**config.mk**
```make
export PLATFORM = sky130hd
export DESIGN_NAME = cpuTop
export DESIGN_NICKNAME = d
export VERILOG_FILES = /design/src/hw/cpuPkg.sv /design/src/hw/controlUnit.sv /design/src/hw/cpuTop.sv /design/src/hw/datapath.sv /design/src/hw/memoryAccess.sv
export VERILOG_INCLUDE_DIRS = /design/src /design/src/hw
export SDC_FILE = /design/constraint.sdc
export NUM_CORES = 1
export LEC_CHECK = 0
export ABC_AREA = 1
export BUFFER_PORTS_ARGS = -buffer_cell sky130_fd_sc_hd__buf_2
export CAP_MARGIN = 30
export CORE_MARGIN = 4
export CORE_UTILIZATION = 45
export CTS_CLUSTER_DIAMETER = 200
export DETAILED_ROUTE_END_ITERATION = 8
export GPL_TIMING_DRIVEN = 1
export PLACE_DENSITY = 0.63
export SYNTH_ARGS = -nofsm -noshare
export SYNTH_HDL_FRONTEND = slang
export SYNTH_SLANG_ARGS = --single-unit
```
**constraint.sdc**
```tcl
create_clock -name clk -period 4.2 [get_ports clk]
set_clock_uncertainty 0.15 [all_clocks]
set_input_delay 0.42 -clock clk [delete_from_list [all_inputs] [get_ports clk]]
set_output_delay 0.42 -clock clk [all_outputs]
set_load 0.01 [all_outputs]
```
**src/hw/cpu_defines.svh**
```systemverilog
`ifndef CPU_DEFINES_SVH
`define CPU_DEFINES_SVH

// data, instruction, register and address width
`define WORD_SIZE 16

// general registers
`define NUM_REGS 4

// bits needed to name one register
`define REG_IDX_W 2

// address bits decoded by the memory
`define MEM_ADDR_W 8

`endif

```
**src/hw/cpuPkg.sv**
```systemverilog
package cpuPkg;

	// instruction opcodes, bits 15 to 12 of the instruction word
	typedef enum logic [3:0] {
		// rd = rs + rt
		opAdd = 4'd0,
		// rt = rs + sext(imm)
		opAdi = 4'd1,
		// rt = imm << 8
		opLhi = 4'd2,
		// rt = mem[rs + sext(imm)]
		opLwd = 4'd3,
		// mem[rs + sext(imm)] = rt
		opSwd = 4'd4,
		// branch when rs != rt
		opBne = 4'd5,
		// absolute jump
		opJmp = 4'd6,
		// stop until reset
		opHlt = 4'd7
	} opcodeT;

	// multicycle controller states
	typedef enum logic [1:0] {
		sFetch   = 2'd0,
		sExecute = 2'd1,
		sMemory  = 2'd2,
		sHalt    = 2'd3
	} ctrlStateT;

endpackage

```
**src/hw/controlUnit.sv**
```systemverilog
`timescale 1ns/1ps

module controlUnit (
	input  logic            clk,
	input  logic            reset_n,
	input  cpuPkg::opcodeT  opcode,
	input  logic            accessDone,
	output logic            fetchReq,
	output logic            dataRead,
	output logic            dataWrite,
	output logic            irLoad,
	output logic            pcWrite,
	output logic            regWrite,
	output logic            mdrLoad,
	output logic            halted
);

	cpuPkg::ctrlStateT state;
	cpuPkg::ctrlStateT nextState;
	logic fetchPending;
	logic loadWriteback;
	logic execWrite;

	// state register and bookkeeping flags
	always_ff @(posedge clk) begin
		if (!reset_n) begin
			state <= cpuPkg::sFetch;
			fetchPending <= 1'b0;
			loadWriteback <= 1'b0;
		end else begin
			state <= nextState;
			// set when the fetch goes out, cleared when the word is back
			if (fetchReq) begin
				fetchPending <= 1'b1;
			end else if (accessDone) begin
				fetchPending <= 1'b0;
			end
			// loaded word reaches the register file one cycle after capture
			loadWriteback <= mdrLoad;
		end
	end

	always_comb begin
		nextState = state;
		fetchReq = 1'b0;
		dataRead = 1'b0;
		dataWrite = 1'b0;
		irLoad = 1'b0;
		pcWrite = 1'b0;
		execWrite = 1'b0;
		mdrLoad = 1'b0;
		case (state)
			cpuPkg::sFetch: begin
				fetchReq = !fetchPending;
				if (accessDone) begin
					irLoad = 1'b1;
					nextState = cpuPkg::sExecute;
				end
			end
			cpuPkg::sExecute: begin
				nextState = cpuPkg::sFetch;
				case (opcode)
					cpuPkg::opAdd, cpuPkg::opAdi, cpuPkg::opLhi: begin
						execWrite = 1'b1;
						pcWrite = 1'b1;
					end
					cpuPkg::opLwd: begin
						dataRead = 1'b1;
						pcWrite = 1'b1;
						nextState = cpuPkg::sMemory;
					end
					cpuPkg::opSwd: begin
						dataWrite = 1'b1;
						pcWrite = 1'b1;
						nextState = cpuPkg::sMemory;
					end
					cpuPkg::opHlt: begin
						nextState = cpuPkg::sHalt;
					end
					// branches, jumps and unused codes only move the pc
					default: begin
						pcWrite = 1'b1;
					end
				endcase
			end
			cpuPkg::sMemory: begin
				if (accessDone) begin
					mdrLoad = (opcode == cpuPkg::opLwd);
					nextState = cpuPkg::sFetch;
				end
			end
			cpuPkg::sHalt: begin
				nextState = cpuPkg::sHalt;
			end
			default: begin
				nextState = cpuPkg::sFetch;
			end
		endcase
	end

	assign regWrite = execWrite || loadWriteback;
	assign halted = (state == cpuPkg::sHalt);

endmodule

```
**src/hw/cpuTop.sv**
```systemverilog
`timescale 1ns/1ps
`include "cpu_defines.svh"

module cpuTop (
	input  logic                   clk,
	input  logic                   reset_n,
	output logic                   readM,
	output logic                   writeM,
	output logic [`WORD_SIZE-1:0]  address,
	output logic [`WORD_SIZE-1:0]  writeData,
	input  logic [`WORD_SIZE-1:0]  readData,
	input  logic                   inputReady,
	input  logic                   ackOutput,
	output logic                   instrFetch,
	output logic                   memAccess,
	output logic                   halted
);

	logic fetchReq;
	logic dataRead;
	logic dataWrite;
	logic irLoad;
	logic pcWrite;
	logic regWrite;
	logic mdrLoad;
	logic accessDone;
	logic [`WORD_SIZE-1:0] rdWord;
	logic [`WORD_SIZE-1:0] pc;
	logic [`WORD_SIZE-1:0] effAddr;
	logic [`WORD_SIZE-1:0] storeWord;
	cpuPkg::opcodeT opcode;

	controlUnit ctrl (
		.clk(clk), .reset_n(reset_n), .opcode(opcode), .accessDone(accessDone),
		.fetchReq(fetchReq), .dataRead(dataRead), .dataWrite(dataWrite),
		.irLoad(irLoad), .pcWrite(pcWrite), .regWrite(regWrite),
		.mdrLoad(mdrLoad), .halted(halted)
	);

	datapath dp (
		.clk(clk), .reset_n(reset_n), .irLoad(irLoad), .pcWrite(pcWrite),
		.regWrite(regWrite), .mdrLoad(mdrLoad), .rdWord(rdWord), .pc(pc),
		.effAddr(effAddr), .storeWord(storeWord), .opcode(opcode)
	);

	// fetch uses the pc, loads and stores use the effective address
	memoryAccess mem (
		.clk(clk), .reset_n(reset_n), .fetchReq(fetchReq), .dataRead(dataRead),
		.dataWrite(dataWrite), .fetchAddr(pc), .dataAddr(effAddr),
		.storeWord(storeWord), .accessDone(accessDone), .rdWord(rdWord),
		.readM(readM), .writeM(writeM), .address(address), .writeData(writeData),
		.instrFetch(instrFetch), .memAccess(memAccess), .inputReady(inputReady),
		.readData(readData), .ackOutput(ackOutput)
	);

endmodule

```
**src/hw/datapath.sv**
```systemverilog
`timescale 1ns/1ps
`include "cpu_defines.svh"

module datapath (
	input  logic                   clk,
	input  logic                   reset_n,
	input  logic                   irLoad,
	input  logic                   pcWrite,
	input  logic                   regWrite,
	input  logic                   mdrLoad,
	input  logic [`WORD_SIZE-1:0]  rdWord,
	output logic [`WORD_SIZE-1:0]  pc,
	output logic [`WORD_SIZE-1:0]  effAddr,
	output logic [`WORD_SIZE-1:0]  storeWord,
	output cpuPkg::opcodeT         opcode
);

	logic [`WORD_SIZE-1:0] ir;
	logic [`WORD_SIZE-1:0] mdr;
	logic [`WORD_SIZE-1:0] regs [`NUM_REGS];

	logic [`REG_IDX_W-1:0] rs;
	logic [`REG_IDX_W-1:0] rt;
	logic [`REG_IDX_W-1:0] rd;
	logic [`REG_IDX_W-1:0] writeIdx;

	logic [`WORD_SIZE-1:0] rsVal;
	logic [`WORD_SIZE-1:0] rtVal;
	logic [`WORD_SIZE-1:0] immSext;
	logic [`WORD_SIZE-1:0] immHigh;
	logic [`WORD_SIZE-1:0] jumpTarget;
	logic [`WORD_SIZE-1:0] regSum;
	logic [`WORD_SIZE-1:0] immSum;
	logic [`WORD_SIZE-1:0] pcPlusOne;
	logic [`WORD_SIZE-1:0] branchTarget;
	logic [`WORD_SIZE-1:0] nextPc;
	logic [`WORD_SIZE-1:0] writeValue;
	logic branchTaken;

	// instruction fields
	assign opcode = cpuPkg::opcodeT'(ir[15:12]);
	assign rs = ir[11:10];
	assign rt = ir[9:8];
	assign rd = ir[7:6];

	// immediate forms
	assign immSext = {{8{ir[7]}}, ir[7:0]};
	assign immHigh = {ir[7:0], 8'h00};
	assign jumpTarget = {4'h0, ir[11:0]};

	assign rsVal = regs[rs];
	assign rtVal = regs[rt];

	// one adder for add, one for add immediate and addressing
	assign regSum = rsVal + rtVal;
	assign immSum = rsVal + immSext;
	assign effAddr = immSum;
	assign storeWord = rtVal;

	// next pc
	assign pcPlusOne = pc + 16'd1;
	assign branchTarget = pcPlusOne + immSext;
	assign branchTaken = (opcode == cpuPkg::opBne) && (rsVal != rtVal);

	always_comb begin
		if (opcode == cpuPkg::opJmp) begin
			nextPc = jumpTarget;
		end else if (branchTaken) begin
			nextPc = branchTarget;
		end else begin
			nextPc = pcPlusOne;
		end
	end

	// write-back destination and value
	always_comb begin
		writeIdx = rt;
		case (opcode)
			cpuPkg::opAdd: begin
				writeIdx = rd;
				writeValue = regSum;
			end
			cpuPkg::opAdi: writeValue = immSum;
			cpuPkg::opLhi: writeValue = immHigh;
			cpuPkg::opLwd: writeValue = mdr;
			default: writeValue = regSum;
		endcase
	end

	always_ff @(posedge clk) begin
		if (!reset_n) begin
			pc <= '0;
		end else if (pcWrite) begin
			pc <= nextPc;
		end
	end

	always_ff @(posedge clk) begin
		if (!reset_n) begin
			for (int i = 0; i < `NUM_REGS; i++) begin
				regs[i] <= '0;
			end
		end else if (regWrite) begin
			regs[writeIdx] <= writeValue;
		end
	end

	// instruction and memory data registers
	always_ff @(posedge clk) begin
		if (irLoad) begin
			ir <= rdWord;
		end
		if (mdrLoad) begin
			mdr <= rdWord;
		end
	end

endmodule

```
**src/hw/memoryAccess.sv**
```systemverilog
`timescale 1ns/1ps
`include "cpu_defines.svh"

module memoryAccess (
	input  logic                   clk,
	input  logic                   reset_n,
	input  logic                   fetchReq,
	input  logic                   dataRead,
	input  logic                   dataWrite,
	input  logic [`WORD_SIZE-1:0]  fetchAddr,
	input  logic [`WORD_SIZE-1:0]  dataAddr,
	input  logic [`WORD_SIZE-1:0]  storeWord,
	output logic                   accessDone,
	output logic [`WORD_SIZE-1:0]  rdWord,
	output logic                   readM,
	output logic                   writeM,
	output logic [`WORD_SIZE-1:0]  address,
	output logic [`WORD_SIZE-1:0]  writeData,
	output logic                   instrFetch,
	output logic                   memAccess,
	input  logic                   inputReady,
	input  logic [`WORD_SIZE-1:0]  readData,
	input  logic                   ackOutput
);

	logic readDone;
	logic writeDone;

	// answer only counts for the request actually on the bus
	assign readDone = readM && inputReady;
	assign writeDone = writeM && ackOutput;

	// request state, one access at a time
	always_ff @(posedge clk) begin
		if (!reset_n) begin
			readM <= 1'b0;
			writeM <= 1'b0;
			instrFetch <= 1'b0;
			memAccess <= 1'b0;
			accessDone <= 1'b0;
		end else begin
			accessDone <= readDone || writeDone;
			if (readDone || writeDone) begin
				readM <= 1'b0;
				writeM <= 1'b0;
				instrFetch <= 1'b0;
				memAccess <= 1'b0;
			end else if (fetchReq) begin
				readM <= 1'b1;
				instrFetch <= 1'b1;
			end else if (dataRead) begin
				readM <= 1'b1;
				memAccess <= 1'b1;
			end else if (dataWrite) begin
				writeM <= 1'b1;
				memAccess <= 1'b1;
			end
		end
	end

	// address and write data held for the whole access
	always_ff @(posedge clk) begin
		if (fetchReq) begin
			address <= fetchAddr;
		end else if (dataRead || dataWrite) begin
			address <= dataAddr;
		end
		if (dataWrite) begin
			writeData <= storeWord;
		end
		// returned word stays put until the next read ends
		if (readDone) begin
			rdWord <= readData;
		end
	end

endmodule

```
Yosys cells after proc, flatten, opt, wreduce, memory -nomap -nowiden

Memory sizes are Yosys's and may differ from the RTL's. A register that Yosys moved wholly into a read port is not among the register bits.
Cells that the tools add are included.

Word-level logic and storage cells: 93
Output and inout bits: 37
RAM bits: 64
Memories kept: 1
Bits in registers: 105
Bits of input ports: 20

Bitwise logic cells: 3
Equality and inequality tests: 13
Reductions and logical operators: 20
Add/sub/neg operators: 4
Muxes and demuxes: 38

Memory list:

| name    | depth | bits a word | read ports | clocked after memory_dff | wr ports | RTL line       | source |
|---|---|---|---|---|---|---|---|
| dp.regs | 4     | 16          | 2          | 2                        | 4        | datapath.sv:20 | `` logic [`WORD_SIZE-1:0] regs [`NUM_REGS]; `` |

Operator list:

| operator                                                        | count |
|---|---|
| 16-bit two-way mux                                              | 5 |
| 16-bit adder                                                    | 3 |
| 16-bit one-hot mux with 3 select lines                          | 1 |
| 1-bit two-way mux                                               | 24 |
| 16-bit by 1-bit adder with 16-bit output, second input constant | 1 |
| 4-bit by 3-bit == test with 1-bit output, second input constant | 4 |
| 16-bit != test                                                  | 1 |
| 16-bit OR reduction                                             | 1 |
| 2-bit two-way mux                                               | 6 |
| 4-bit by 2-bit == test with 1-bit output, second input constant | 2 |
| 2-bit one-hot mux with 4 select lines                           | 1 |
| 2-bit nonzero test                                              | 4 |
| 2-bit == test, second input constant                            | 2 |
| 4-bit by 1-bit == test with 1-bit output, second input constant | 1 |
| 4-bit zero test                                                 | 1 |
| 2-bit by 1-bit != test with 1-bit output, second input constant | 2 |
| 2-bit one-hot mux with 2 select lines                           | 1 |
| 2-bit AND reduction                                             | 2 |
| 2-bit OR reduction                                              | 2 |
| 1-bit logical AND                                               | 3 |
| 1-bit logical OR                                                | 3 |
| 1-bit NOT                                                       | 3 |
| 3-bit AND reduction                                             | 1 |
| 3-bit OR reduction                                              | 1 |
| other kinds (3)                                                 | 3 |

Logic depth before layout (Yosys ltp)

Depth after elaboration: 10
Mapped depth: 21
Depth with buffers taken out: 21

Hierarchy

From an unflattened synthesis, not the netlist that was laid out.

Cells, all modules: 1321
Area total of the unflattened synthesis: 10622.7 µm²

Modules (own cells, without submodules):

| module       | sequential area each (µm²) | cells an instance | area an instance (µm²) | times used |
|---|---|---|---|---|
| datapath     | 3283.1                     | 1153              | 8514.4                 | 1 |
| memoryAccess | 1541.5                     | 123               | 1853.0                 | 1 |
| controlUnit  | 80.1                       | 45                | 255.2                  | 1 |

Worst setup path after synthesis

OpenSTA, ideal clock, no wires.

Path kind: register to register
Start: reg dp.ir[7]
End: mem dp.regs[3][0] (netlist name) (enable)
Clock period less this slack: 3.093 ns
Setup slack: 1.107 ns
Buffers on the path: 0
Setup time: 0.414 ns
Arrival time: 2.529 ns
Cell stages (with the launch flop): 5
Data required time: 3.636 ns
Cells stage by stage: edfxtp_1 inv_1 o21ai_1 nor2_4 a211oi_1

RTL lines:

| what                   | RTL line        | source |
|---|---|---|
| start, declared        | datapath.sv:18  | `` logic [`WORD_SIZE-1:0] ir; `` |
| start signal, assigned | datapath.sv:111 | `ir <= rdWord;` |
| end, declared          | datapath.sv:20  |  |

==> metrics.md <==
| Metric | Value |
|---|---|
| Placed Area | 0.0111 mm² |
| CP arrival | 3470 ps |
| Syn. warnings | 0 |
| Die area | 0.0258 mm² |
| Vert. Die Dim | 161 µm |
| Layout Cells excl Fill | 1,673 |
| Clk_lat worst skew | 440 ps |
| Hold slack | 193 ps |
| Unrepaired setup endpoints after global routing | no |
| PD cells | 380 mW/mm² |
| Yosys reg bits | 173 |
| Placement Rows | 55 |
| Routed Antenna Nets | 0 |
| WL final | 29,800 µm |
| Reg2Reg Setup Slack | 760 ps |
| Critical setup path kind | reg2reg |
| Final net count | 1,419 |
| First-pass GRT wire length | 46,500 µm |
| Fraction of registers with async set/reset | 0% |
| Mapped Cells | 1,277 |
| Status | completed |
| Die X-Extent | 161 µm |
| GRT busiest layer | met2 |
| Worst VDD drop | 0.250 mV |
| Met3 usage | 3.87% |
| I/O pin cnt | 57 |
| Synth top area share | 41.2% |
| Leak | 5.14 nW |
| Initial antenna violation count | 0 |
| Main flop type after synthesis | edfxtp_1 |
| WHS Endpoint | mem.accessDone |
| Worst slack at placement | 834 ps |
| Worst-path clk slew | 70 ps |
| Final worst slack | 757 ps |
| Fin crit share | 82.0% |
| Met2 usage | 36.1% |
| Netlist Area Pre-Place | 0.0105 mm² |
| Root buf cell | clkbuf_16 |
| Total power | 4.50 mW |
| GRT Overall Usage | 22.9% |
| Vias in the first global route | 8,404 |
| CTS Buf Count | 17 |
| Routed via count | 9,167 |
| DP HPWL | 21,500 µm |
| Seq pwr share | 44.7% |
| Sw Ratio | 31.1% |
| H-tree depth | 4 |
| Synth-to-layout area growth | 12.8% |
| Met1 Use GR | 32.7% |
| Cell variety after synth | 52 |
| DR DRC count | 0 |
| Ratio of cells with drive above 1 in the final layout | 10.1% |
| Post-route cell area | 0.0118 mm² |
| Slew @ Worst Pin | 1010 ps |
| Hold_sp | ackOutput |
| Final min period | 3440 ps |
| Pint | 3.10 mW |
| CTS tree | done |
| Vias per cell | 5.48 |
| CORE AREA | 0.0228 mm² |
| CTS Buffer Depth | 2 |
| Avg WL per Cell | 17.8 µm |
| Net Count, Synth | 1,349 |
| Sequential fraction of the synthesis area | 46.8% |
| Largest net degree at the start of global routing | 34 |
| # diodes | 0 |
| Worst min path class | in2reg |
| Setup tns final | 0 ps |
| Startpoint Class | register |
| Grt ovf | 0 |
| Net Sw Power | 1.40 mW |
| Final hold vios | 0 |
| Hold depth | 5 |
| # clock sinks | 173 |
| First-pass DRT Iterations | 5 |
| Initial core utilization | 46.1% |
| Slew margin rel. | 33.0% |
| Synth area leaders | edfxtp_1 41%, nand2_1 9.1%, nor2_1 6.5% |
| Critical Path RT | 4230 ps |
| F_max | 290 MHz |
| DRT iter0 DRCs | 827 |
| Max Cap Viol | 0 |
| Worst-path fanout max | 33 |
| Yosys top cell by area | edfxtp_1 |
| Cells after DPL | 1,625 |
| RR Endpoint | dp.regs[0][14] |
| Final Core Density | 52.0% |
| Final Max Slew Viols | 0 |
| Clock share of power | 34.6% |
| Worst Setup End Kind | register |
| Mean post-synth cell area | 8.22 µm² |
| Count of final setup violators | 0 |
| Cells on worst reg2reg path | 17 |
| Port Buffers | 56 |
| GPL Wtd Cong | 0.959 |
| Combinational share of power | 20.8% |
| Post-synth EDFFs | 144 |
[timing repair]
action	in CTS	in global routing
setup buffers	0	0
hold endpoints to repair	16	0
hold buffers	16	0
gates resized for setup	0	0
setup endpoints to repair	0	0
[cells in the mapped netlist, types with 12 or more instances]
| master | instances |
|---|---|
| edfxtp_1 | 144 |
| nand4_1 | 12 |
| o21ai_0 | 102 |
| ha_1 | 49 |
| nand2_1 | 253 |
| inv_1 | 138 |
| xor2_1 | 25 |
| clkbuf_1 | 24 |
| o22ai_1 | 29 |
| a21oi_1 | 81 |
| dfxtp_1 | 29 |
| nand3_1 | 99 |
| nor2_1 | 182 |
[worst max-delay path, stage by stage (launching register included)]
cell      delay [ps]
dfxtp_1          320
inv_2            410
o21ai_0          140
o22ai_1          220
ha_1             210
inv_1             60
fa_1             430
inv_1            110
nand3_1           70
nand2_1          160
a21boi_2         110
or2_1            250
nand2_1           60
nand2_1           60
nand3_1           70
nand2_1           50
nor2_1           220
nor2_1            70
[how the worst max path moves through the flow]
stage,from,depth (start not counted),to
4_1_cts,register,17,dp.regs[0][14]
3_3_place_gp,register,17,dp.regs[0][14]
2_1_floorplan,dp.ir[7],4,dp.regs[3][0]
5_1_grt,register,13,dp.regs[0][8]
6_report,register,17,dp.regs[0][14]
3_5_place_dp,register,17,dp.regs[0][14]
[power groups by stage]
stage | logic, mW | clock network (mW) | registers (mW)
3_3_place_gp | 0.897 | 0 | 2.05
3_5_place_dp | 0.906 | 0 | 2.05
5_1_grt | 1.04 | 1.65 | 2.02
6_report | 0.935 | 1.56 | 2.01
4_1_cts | 0.922 | 1.57 | 2.01
2_1_floorplan | 0.621 | 0 | 2.06
[metal layers]
metal	up-vias	part of all wire, %
li1	4485	-
met1	4262	45
met2	366	45
met3	54	7.8
met4	0	2.1
met5	-	0
[final cells by class]
cell class / count / area (µm²)
sequential: 173 / 4900
timing repair buffer: 88 / 561
clock inverter: 14 / 134
inverter: 146 / 551
fill: 2136 / 10900
tap: 313 / 392
multi-input combinational: 921 / 4870
clock buffer: 18 / 429
[cell usage in the layout, fill, tap and decap left out, types with 3 or more instances in the layout]
| cell type | count |
|---|---|
| a21o_1 | 8 |
| a21oi_1 | 81 |
| a221oi_1 | 6 |
| a31oi_1 | 3 |
| buf_2 | 56 |
| buf_4 | 16 |
| clkbuf_16 | 17 |
| clkinv_1 | 3 |
| clkinv_4 | 4 |
| dfxtp_1 | 29 |
| dlygate4sd3_1 | 16 |
| edfxtp_1 | 144 |
| fa_1 | 3 |
| ha_1 | 49 |
| inv_1 | 138 |
| inv_2 | 6 |
| inv_6 | 3 |
| nand2_1 | 253 |
| nand2_2 | 5 |
| nand3_1 | 99 |
| nand3b_1 | 3 |
| nand4_1 | 12 |
| nor2_1 | 182 |
| nor2_2 | 5 |
| nor2_4 | 5 |
| nor3_1 | 7 |
| o21ai_0 | 102 |
| o21ai_1 | 7 |
| o21bai_1 | 6 |
| o22ai_1 | 29 |
| or2_2 | 4 |
| xnor2_1 | 3 |
| xor2_1 | 25 |
[cells by family (layout without fill, tap and decap cells)]
kind of cell	after synthesis	after routing	share of synthesized area, %
flops	173	173	46.8
mux	1	1	0.143
simple gates	584	584	23.7
buf+inv	183	266	6.94
xor+xnor	28	28	2.34
fa+ha+maj	52	52	6.42
compound gates	256	256	13.7
[flip-flops by register name (all words and copies together) (netlist names), 2 cells and up, named ones only]
| register | cells |
|---|---|
| mem.address | 16 |
| dp.ir | 16 |
| dp.mdr | 16 |
| dp.pc | 16 |
| mem.rdWord | 16 |
| mem.writeData | 16 |
| ctrl.state | 2 |
| dp.regs | 64 |
Note: power is estimated with default switching activity, not from simulation.
